[config.mk]
export PLATFORM = sky130hd
export DESIGN_NAME = word_gen_top
export DESIGN_NICKNAME = d
export VERILOG_FILES = /design/src/verilog/word_gen_pkg.sv /design/src/verilog/range_ram.sv /design/src/verilog/char_range.sv /design/src/verilog/word_gen_conf.sv /design/src/verilog/word_emitter.sv /design/src/verilog/word_gen_top.sv
export VERILOG_INCLUDE_DIRS = /design/src /design/src/verilog
export SDC_FILE = /design/constraint.sdc
export NUM_CORES = 1
export LEC_CHECK = 0
export BUFFER_PORTS_ARGS = -buffer_cell sky130_fd_sc_hd__buf_2
export CORE_MARGIN = 2
export CORE_UTILIZATION = 50
export CTS_CLUSTER_DIAMETER = 80
export CTS_CLUSTER_SIZE = 14
export DETAILED_ROUTE_END_ITERATION = 12
export GPL_TIMING_DRIVEN = 0
export PLACE_DENSITY = 0.66
export SYNTH_ARGS = -nofsm -noshare
export SYNTH_HDL_FRONTEND = slang
export SYNTH_SLANG_ARGS = --single-unit
[constraint.sdc]
create_clock -name OP_CLK -period 7.8 [get_ports OP_CLK]
set_input_delay 1.56 -clock OP_CLK [delete_from_list [all_inputs] [get_ports OP_CLK]]
set_output_delay 1.56 -clock OP_CLK [all_outputs]
set_load 0.005 [all_outputs]
[src/verilog/word_gen_consts.svh]
`ifndef WG_CONSTS_SVH
`define WG_CONSTS_SVH

// word positions, position 0 steps fastest
`define WG_NUM_RANGES 3

// width of one character
`define WG_CHAR_BITS 8

// range RAM address width, up to 16 chars per range
`define WG_ADDR_BITS 4

`endif

[src/verilog/word_gen_pkg.sv]
`default_nettype none

`include "word_gen_consts.svh"

package word_gen_pkg;

	// configuration record kinds
	typedef enum logic [1:0] {
		CONF_COUNT,	// value is the range's char count
		CONF_CHAR,	// value is the next char of the range
		CONF_START	// begin generation
	} conf_kind_t;

	typedef struct packed {
		conf_kind_t kind;
		logic [$clog2(`WG_NUM_RANGES)-1:0] range_idx;
		logic [`WG_CHAR_BITS-1:0] value;
	} conf_rec_t;

	// one range RAM word
	typedef struct packed {
		logic pre_end;	// char before the last one in the range
		logic [`WG_CHAR_BITS-1:0] ch;
	} range_entry_t;

	// generated word, position 0 in the low bits
	typedef struct packed {
		logic last;
		logic [`WG_NUM_RANGES-1:0][`WG_CHAR_BITS-1:0] chars;
	} word_t;

	// command broadcast from the emitter to every range
	typedef enum logic [1:0] {
		OP_IDLE,
		OP_START,	// load the first char of each range
		OP_NEXT		// step along the carry chain
	} op_cmd_t;

endpackage

`default_nettype wire

[src/verilog/range_ram.sv]
`default_nettype none

`include "word_gen_consts.svh"

module range_ram (
	input wire OP_CLK,
	input wire rstb,

	input wire wr_en,
	input wire [`WG_ADDR_BITS-1:0] wr_addr,
	input wire word_gen_pkg::range_entry_t wr_data,

	input wire rd_en,
	input wire rd_clr,	// forces the read register to zero
	input wire [`WG_ADDR_BITS-1:0] rd_addr,
	output word_gen_pkg::range_entry_t rd_data
);
	import word_gen_pkg::*;

	range_entry_t mem [2**`WG_ADDR_BITS];

	// write port
	always_ff @(posedge OP_CLK) begin
		if (wr_en)
			mem[wr_addr] <= wr_data;
	end

	// registered read port, clear wins over read
	always_ff @(posedge OP_CLK) begin
		if (rstb || rd_clr)
			rd_data <= '0;	// empty range reads as char 0
		else if (rd_en)
			rd_data <= mem[rd_addr];
	end

endmodule

`default_nettype wire

[src/verilog/char_range.sv]
`default_nettype none

`include "word_gen_consts.svh"

module char_range (
	input wire OP_CLK,
	input wire rstb,

	// configuration side, driven by the loader
	input wire count_wr,
	input wire count_eq0,
	input wire count_lt2,
	input wire char_wr,
	input wire [`WG_ADDR_BITS-1:0] char_addr,
	input wire word_gen_pkg::range_entry_t char_data,

	// generation side, driven by the emitter
	input wire op_done,
	input wire word_gen_pkg::op_cmd_t op_cmd,
	input wire step_in,
	output logic step_out,
	output logic [`WG_CHAR_BITS-1:0] char_out,
	output logic at_last
);
	import word_gen_pkg::*;

	logic eq0_q;	// no chars, output stays 0
	logic lt2_q;	// 0 or 1 chars, index never moves
	logic [`WG_ADDR_BITS-1:0] idx;	// address of the next read
	logic at_last_q;
	logic do_start;
	logic do_step;
	logic do_read;
	logic next_is_last;
	logic [`WG_ADDR_BITS-1:0] rd_addr;
	range_entry_t rd_data;

	assign do_start = (op_cmd == OP_START);
	assign do_step = (op_cmd == OP_NEXT) && step_in;
	assign do_read = do_start || do_step;

	// the char shown now is second to last, so the one read next is the last
	assign next_is_last = lt2_q || rd_data.pre_end;

	assign rd_addr = do_start ? '0 : idx;

	range_ram ram (
		.OP_CLK(OP_CLK),
		.rstb(rstb),
		.wr_en(char_wr),
		.wr_addr(char_addr),
		.wr_data(char_data),
		.rd_en(do_read),
		.rd_clr(eq0_q),
		.rd_addr(rd_addr),
		.rd_data(rd_data)
	);

	// range size flags, op_done empties the range again
	always_ff @(posedge OP_CLK) begin
		if (rstb || op_done) begin
			eq0_q <= 1'b1;
			lt2_q <= 1'b1;
		end else if (count_wr) begin
			eq0_q <= count_eq0;
			lt2_q <= count_lt2;
		end
	end

	// read index and last flag, updated together with the RAM read
	always_ff @(posedge OP_CLK) begin
		if (rstb) begin
			idx <= '0;
			at_last_q <= 1'b1;
		end else if (do_start) begin
			idx <= lt2_q ? '0 : `WG_ADDR_BITS'(1);
			at_last_q <= lt2_q;	// entry 0 is last only in a 1-char range
		end else if (do_step) begin
			idx <= next_is_last ? '0 : idx + 1'b1;
			at_last_q <= next_is_last;
		end
	end

	assign step_out = step_in && at_last_q;	// wrapping, carry to the next position
	assign char_out = rd_data.ch;
	assign at_last = at_last_q;

endmodule

`default_nettype wire

[src/verilog/word_gen_conf.sv]
`default_nettype none

`include "word_gen_consts.svh"

module word_gen_conf (
	input wire OP_CLK,
	input wire rstb,

	// four-phase configuration port
	input wire conf_req,
	output logic conf_ack,
	input wire word_gen_pkg::conf_rec_t conf_data,

	input wire busy,	// emitter running, hold off records
	output logic start,

	// range write bus, strobes are one-hot per range
	output logic [`WG_NUM_RANGES-1:0] count_wr,
	output logic count_eq0,
	output logic count_lt2,
	output logic [`WG_NUM_RANGES-1:0] char_wr,
	output logic [`WG_ADDR_BITS-1:0] char_addr,
	output word_gen_pkg::range_entry_t char_data
);
	import word_gen_pkg::*;

	logic [`WG_ADDR_BITS:0] count_q [`WG_NUM_RANGES];
	logic [`WG_ADDR_BITS-1:0] wr_ptr [`WG_NUM_RANGES];
	logic take;
	logic idx_ok;

	// accept a new record once, and only when idle
	assign take = conf_req && !conf_ack && !busy;
	assign idx_ok = (conf_data.range_idx < `WG_NUM_RANGES);

	// handshake, strobes and per-range bookkeeping
	always_ff @(posedge OP_CLK) begin
		if (rstb) begin
			conf_ack <= 1'b0;
			start <= 1'b0;
			count_wr <= '0;
			char_wr <= '0;
			for (int r = 0; r < `WG_NUM_RANGES; r++) begin
				count_q[r] <= '0;
				wr_ptr[r] <= '0;
			end
		end else begin
			start <= 1'b0;	// strobes last one cycle
			count_wr <= '0;
			char_wr <= '0;
			if (take) begin
				conf_ack <= 1'b1;
				case (conf_data.kind)
					CONF_COUNT: begin
						if (idx_ok) begin
							count_q[conf_data.range_idx] <= conf_data.value[`WG_ADDR_BITS:0];
							wr_ptr[conf_data.range_idx] <= '0;
							count_wr[conf_data.range_idx] <= 1'b1;
						end
					end
					CONF_CHAR: begin
						if (idx_ok) begin
							char_wr[conf_data.range_idx] <= 1'b1;
							wr_ptr[conf_data.range_idx] <= wr_ptr[conf_data.range_idx] + 1'b1;
						end
					end
					CONF_START: start <= 1'b1;
					default: ;
				endcase
			end else if (!conf_req) begin
				conf_ack <= 1'b0;	// source released req
			end
		end
	end

	// shared data for whichever range is strobed
	always_ff @(posedge OP_CLK) begin
		if (take) begin
			count_eq0 <= (conf_data.value == '0);
			count_lt2 <= (conf_data.value < `WG_CHAR_BITS'(2));
			char_addr <= wr_ptr[conf_data.range_idx];
			char_data.ch <= conf_data.value;
			// mark the second to last char, never matches for counts below 2
			char_data.pre_end <= ({1'b0, wr_ptr[conf_data.range_idx]} ==
				count_q[conf_data.range_idx] - (`WG_ADDR_BITS+1)'(2));
		end
	end

endmodule

`default_nettype wire

[src/verilog/word_emitter.sv]
`default_nettype none

`include "word_gen_consts.svh"

module word_emitter (
	input wire OP_CLK,
	input wire rstb,

	input wire start,
	output logic busy,

	// range bus
	output word_gen_pkg::op_cmd_t op_cmd,
	output logic step,	// into the carry chain at range 0
	input wire [`WG_NUM_RANGES-1:0][`WG_CHAR_BITS-1:0] chars,
	input wire [`WG_NUM_RANGES-1:0] at_last,
	output logic op_done,

	// four-phase word port
	output logic word_req,
	input wire word_ack,
	output word_gen_pkg::word_t word_data
);
	import word_gen_pkg::*;

	typedef enum logic [2:0] {
		S_IDLE,
		S_START,	// ranges read entry 0
		S_WAIT,		// RAM outputs settle, word gets latched
		S_OFFER,	// req high, waiting for ack
		S_RELEASE,	// req low, waiting for ack to drop
		S_NEXT		// ranges step
	} state_t;

	state_t state;

	always_ff @(posedge OP_CLK) begin
		if (rstb) begin
			state <= S_IDLE;
			word_req <= 1'b0;
		end else begin
			case (state)
				S_IDLE: begin
					if (start)
						state <= S_START;
				end
				S_START: state <= S_WAIT;
				S_WAIT: begin
					word_req <= 1'b1;
					state <= S_OFFER;
				end
				S_OFFER: begin
					if (word_ack) begin
						word_req <= 1'b0;
						state <= S_RELEASE;
					end
				end
				S_RELEASE: begin
					// word done when ack falls
					if (!word_ack)
						state <= word_data.last ? S_IDLE : S_NEXT;
				end
				S_NEXT: state <= S_WAIT;
				default: state <= S_IDLE;
			endcase
		end
	end

	// word is captured as req goes up and held until the next one
	always_ff @(posedge OP_CLK) begin
		if (state == S_WAIT) begin
			word_data.chars <= chars;
			word_data.last <= &at_last;	// every position on its last char
		end
	end

	always_comb begin
		case (state)
			S_START: op_cmd = OP_START;
			S_NEXT: op_cmd = OP_NEXT;
			default: op_cmd = OP_IDLE;
		endcase
	end

	assign step = (state == S_NEXT);

	// last word fully handed over, ranges go back to empty
	assign op_done = (state == S_RELEASE) && !word_ack && word_data.last;

	// op_done cycle counts as busy so no count write races the clear
	assign busy = (state != S_IDLE);

endmodule

`default_nettype wire

[src/verilog/word_gen_top.sv]
`default_nettype none

`include "word_gen_consts.svh"

module word_gen_top (
	input wire OP_CLK,
	input wire rstb,

	input wire conf_req,
	output logic conf_ack,
	input wire word_gen_pkg::conf_rec_t conf_data,

	output logic word_req,
	input wire word_ack,
	output word_gen_pkg::word_t word_data
);
	import word_gen_pkg::*;

	logic busy;
	logic start;
	logic op_done;
	op_cmd_t op_cmd;

	logic [`WG_NUM_RANGES-1:0] count_wr;
	logic count_eq0;
	logic count_lt2;
	logic [`WG_NUM_RANGES-1:0] char_wr;
	logic [`WG_ADDR_BITS-1:0] char_addr;
	range_entry_t char_data;

	// carry chain, the top bit falls off since the run ends on the last word
	logic [`WG_NUM_RANGES:0] step_chain;
	logic [`WG_NUM_RANGES-1:0][`WG_CHAR_BITS-1:0] chars;
	logic [`WG_NUM_RANGES-1:0] at_last;

	word_gen_conf conf (
		.OP_CLK(OP_CLK),
		.rstb(rstb),
		.conf_req(conf_req),
		.conf_ack(conf_ack),
		.conf_data(conf_data),
		.busy(busy),
		.start(start),
		.count_wr(count_wr),
		.count_eq0(count_eq0),
		.count_lt2(count_lt2),
		.char_wr(char_wr),
		.char_addr(char_addr),
		.char_data(char_data)
	);

	for (genvar r = 0; r < `WG_NUM_RANGES; r++) begin : g_range
		char_range range (
			.OP_CLK(OP_CLK),
			.rstb(rstb),
			.count_wr(count_wr[r]),
			.count_eq0(count_eq0),
			.count_lt2(count_lt2),
			.char_wr(char_wr[r]),
			.char_addr(char_addr),
			.char_data(char_data),
			.op_done(op_done),
			.op_cmd(op_cmd),
			.step_in(step_chain[r]),
			.step_out(step_chain[r+1]),
			.char_out(chars[r]),
			.at_last(at_last[r])
		);
	end

	word_emitter emitter (
		.OP_CLK(OP_CLK),
		.rstb(rstb),
		.start(start),
		.busy(busy),
		.op_cmd(op_cmd),
		.step(step_chain[0]),
		.chars(chars),
		.at_last(at_last),
		.op_done(op_done),
		.word_req(word_req),
		.word_ack(word_ack),
		.word_data(word_data)
	);

endmodule

`default_nettype wire

==> results_dict.tcl <==
set metrics [dict create \
    start_util_pct 50.5 \
    max_cap_violations 0 \
    seq_area_frac_synth_pct 72.1 \
    synth-main-ff-cell "edfxtp_1" \
    layout_common_cells "508 x edfxtp_1, 99 x nor2_1, 88 x clkbuf_1, 83 x nand2_1, 62 x mux2i_1" \
    peakVddDrop_mv 0.158 \
    synthSimpleGateAreaFrac_pct 7.75 \
    pre_cts_ws_ns 4.08 \
    num_vias 13422 \
    tightest_slew_ns 1.17 \
    max_freq_mhz 260 \
    clock_latency_ns 0.59 \
    grt_pass1_wl_um 81400 \
    yosys.area_share.adder_pct 0.329 \
    grt_usage_pct 23.0 \
    drtPass1Iterations 6 \
    drc 0 \
    reg2reg_to "g_range[0].range.ram.rd_data[8]" \
    core_um2 45200 \
    die_height_um 218 \
    diodes 0 \
    cts_setup_buffers 0 \
    cts_buffers 46 \
    die-area_um2 47400 \
    fin_worst_skew_ns 0.0210 \
    powerDensity_nw_per_um2 222 \
    synthDistinctLibCells 63 \
    fin_nets 1625 \
    cp-end-kind "flop" \
    antenna_found_initial 1 \
    drv_slew 0 \
    min_period_ns 3.84 \
    cts.repair.resized 0 \
    hpwlAfterDp_um 36800 \
    antenna_left 0 \
    crit_arrival_ns 4.32 \
    final_util_pct 56.8 \
    timing.rr.start "emitter.state[2]" \
    synth_cells 1489 \
    crit_type "flop to flop" \
    synth_warnings 0 \
    clk_path_buf_depth 3 \
    status "completed" \
    cts.sinks 568 \
    fin_crit_sh_pct 49.3 \
    wl_um 54000 \
    clk_pin_slew_ns 0.07 \
    synth_async_sr_flop_share_pct 0 \
    drive_gt1_share_pct 13.4 \
    worst-endpoint-required_ns 8.27 \
    hold_buffers 0 \
    grt_max_degree 26 \
    hold-worst-slack_ns 0.426 \
    final_area_um2 25700 \
    synth_top_family_by_area "compound AO/OA/AOI/OAI gates" \
    synthXorXnorAreaFrac_pct 0.268 \
    hold_class "flop to flop" \
    setup_tns_ns 0 \
    avgViaCountPerCell 5.99 \
    setup_slack_ns 3.96 \
    cts-root-buf "clkbuf_16" \
    hold_viol 0 \
    place.gp.congestion 0.888 \
    grt.overflow.total 0 \
    final_common_cell "edfxtp_1" \
    rsz0062_at_grt "false" \
    fillers 3530 \
    synth_area_per_cell_um2 15.3 \
    yosys_register_bits 568 \
    io_buffers 40 \
    setup.worst_path.end "g_range[0].range.ram.rd_data[8]" \
    total_leakage_power_nw 8.39 \
    place_area_um2 24300 \
    reg2regPathDepth 12 \
    wl_per_cell_um 24.1 \
    setup_violations 0 \
    cts_tree "yes" \
    synth_area_um2 22800 \
    grt_pass1_vias 13529 \
    die_width_um 218 \
    synth_enable_flop_cells 508 \
    crit_start "emitter.state[2]" \
    cts.htree.levels 2 \
    r2r_setup_slack_ns 3.96 \
    rows 78 \
    top_level_ports 43 \
    start_kind "flop" \
    critPathMaxFanout 10 \
    syn2layout_area_growth_pct 12.3 \
    synthMuxAreaShare_pct 7.99 \
    drtIter0Drc 1392 \
    maxSlewHeadroom_pct 21.9 \
    synth_compound_area_share_pct 9.76 \
]
[stage by stage]
| stage | cells | total power [mW] |
|---|---|---|
| after global placement | 2137 | 3.57 |
| final | 2240 | 5.71 |
| after detailed placement | 2155 | 3.61 |
| after floorplan | 1497 | 3.49 |
| after global routing | 2240 | 5.87 |
| after CTS | 2240 | 5.73 |
[cells by family (layout without fill, tap and decap cells)]
family	after synthesis	in the layout
other	1	9
XOR/XNOR	7	7
flip-flops	568	568
AO/OA/AOI/OAI	318	318
AND/OR/NAND/NOR	355	355
multiplexers	134	134
buffers and inverters	100	243
adder cells (fa/ha/maj)	6	6
[registers in the layout (all words and copies together), names as in the netlist]
signal / count
g_range.range.ram.mem: 432
g_range.range.ram.rd_data: 27
emitter.word_data: 25
conf.count_q: 20
conf.wr_ptr: 16
g_range.range.idx: 12
conf.char_data: 9
conf.char_addr: 4
conf.char_wr: 3
conf.count_wr: 3
emitter.state: 3
g_range.range.at_last: 3
g_range.range.eq0_q: 3
g_range.range.lt2_q: 3
conf.conf_ack: 1
conf.count_eq0: 1
conf.count_lt2: 1
conf.start: 1
emitter.word_req: 1
[synth_stat cells (11+ instances only)]
master | count | area share, %
a211oi_1 | 45 | 1.5
a21oi_1 | 60 | 1.3
a31oi_1 | 21 | 0.58
and2_1 | 17 | 0.47
and3_1 | 22 | 0.60
buf_2 | 19 | 0.42
clkbuf_1 | 52 | 0.85
dfxtp_1 | 60 | 5.3
edfxtp_1 | 508 | 67
inv_1 | 13 | 0.21
mux2_2 | 37 | 1.8
mux2i_1 | 62 | 2.7
mux4_2 | 35 | 3.5
nand2_1 | 83 | 1.4
nand2b_1 | 11 | 0.30
nand3_1 | 14 | 0.31
nor2_1 | 99 | 1.6
nor2b_1 | 55 | 1.5
nor3_1 | 23 | 0.50
o21ai_0 | 51 | 1.1
o21bai_1 | 18 | 0.59
o22ai_1 | 27 | 0.74
[final cells by class]
cell class	count	area [um2]	share of cell area [%]
clock inverters	2	17.5	0.0683
plain buffers	84	358	1.40
multi-input cells	829	6000	23.4
inverters	16	60.1	0.234
clock buffers	83	1310	5.11
well taps	600	751	2.93
repair buffers	58	696	2.71
flip-flops and latches	568	16500	64.2
[critical path, cell delays in order (launching register included)]
cell and delay (ns):
dfxtp_1 0.29, buf_2 0.16, nor3b_4 0.41, inv_2 0.19, buf_6 0.21, buf_2 0.23, buf_2 0.25, ha_1 0.42
clkbuf_1 0.36, buf_1 0.44, nand2_1 0.38, o21bai_1 0.26, o22ai_1 0.10
[metal layers]
layer  track usage [%]  routed length [um]
met1              32.1               22900
met3              4.52                4070
met2              36.8               25600
met4              7.26                1390
met5                 0                   7
[power breakdown]
| part | internal (mW) | switching (mW) | total, mW |
|---|---|---|---|
| combinational | 0.0617 | 0.122 | 0.184 |
| sequential | 3.33 | 0.0250 | 3.36 |
| clock | 1.13 | 1.03 | 2.16 |
| total | 4.53 | 1.18 | 5.71 |
[worst min-delay path by stage]
stage,from,end,slack [ns],cells after the start
floorplan,g_range[0].range.ram.rd_data[0],emitter.word_data[0],0.40,0
global placement,g_range[0].range.ram.rd_data[4],emitter.word_data[4],0.42,0
detailed placement,g_range[0].range.ram.rd_data[4],emitter.word_data[4],0.41,0
CTS,g_range[0].range.ram.rd_data[4],emitter.word_data[4],0.42,0
global route,g_range[0].range.ram.rd_data[4],emitter.word_data[4],0.43,0
finish,g_range[0].range.ram.rd_data[4],emitter.word_data[4],0.43,0
Power figures use the tool's default switching activity.
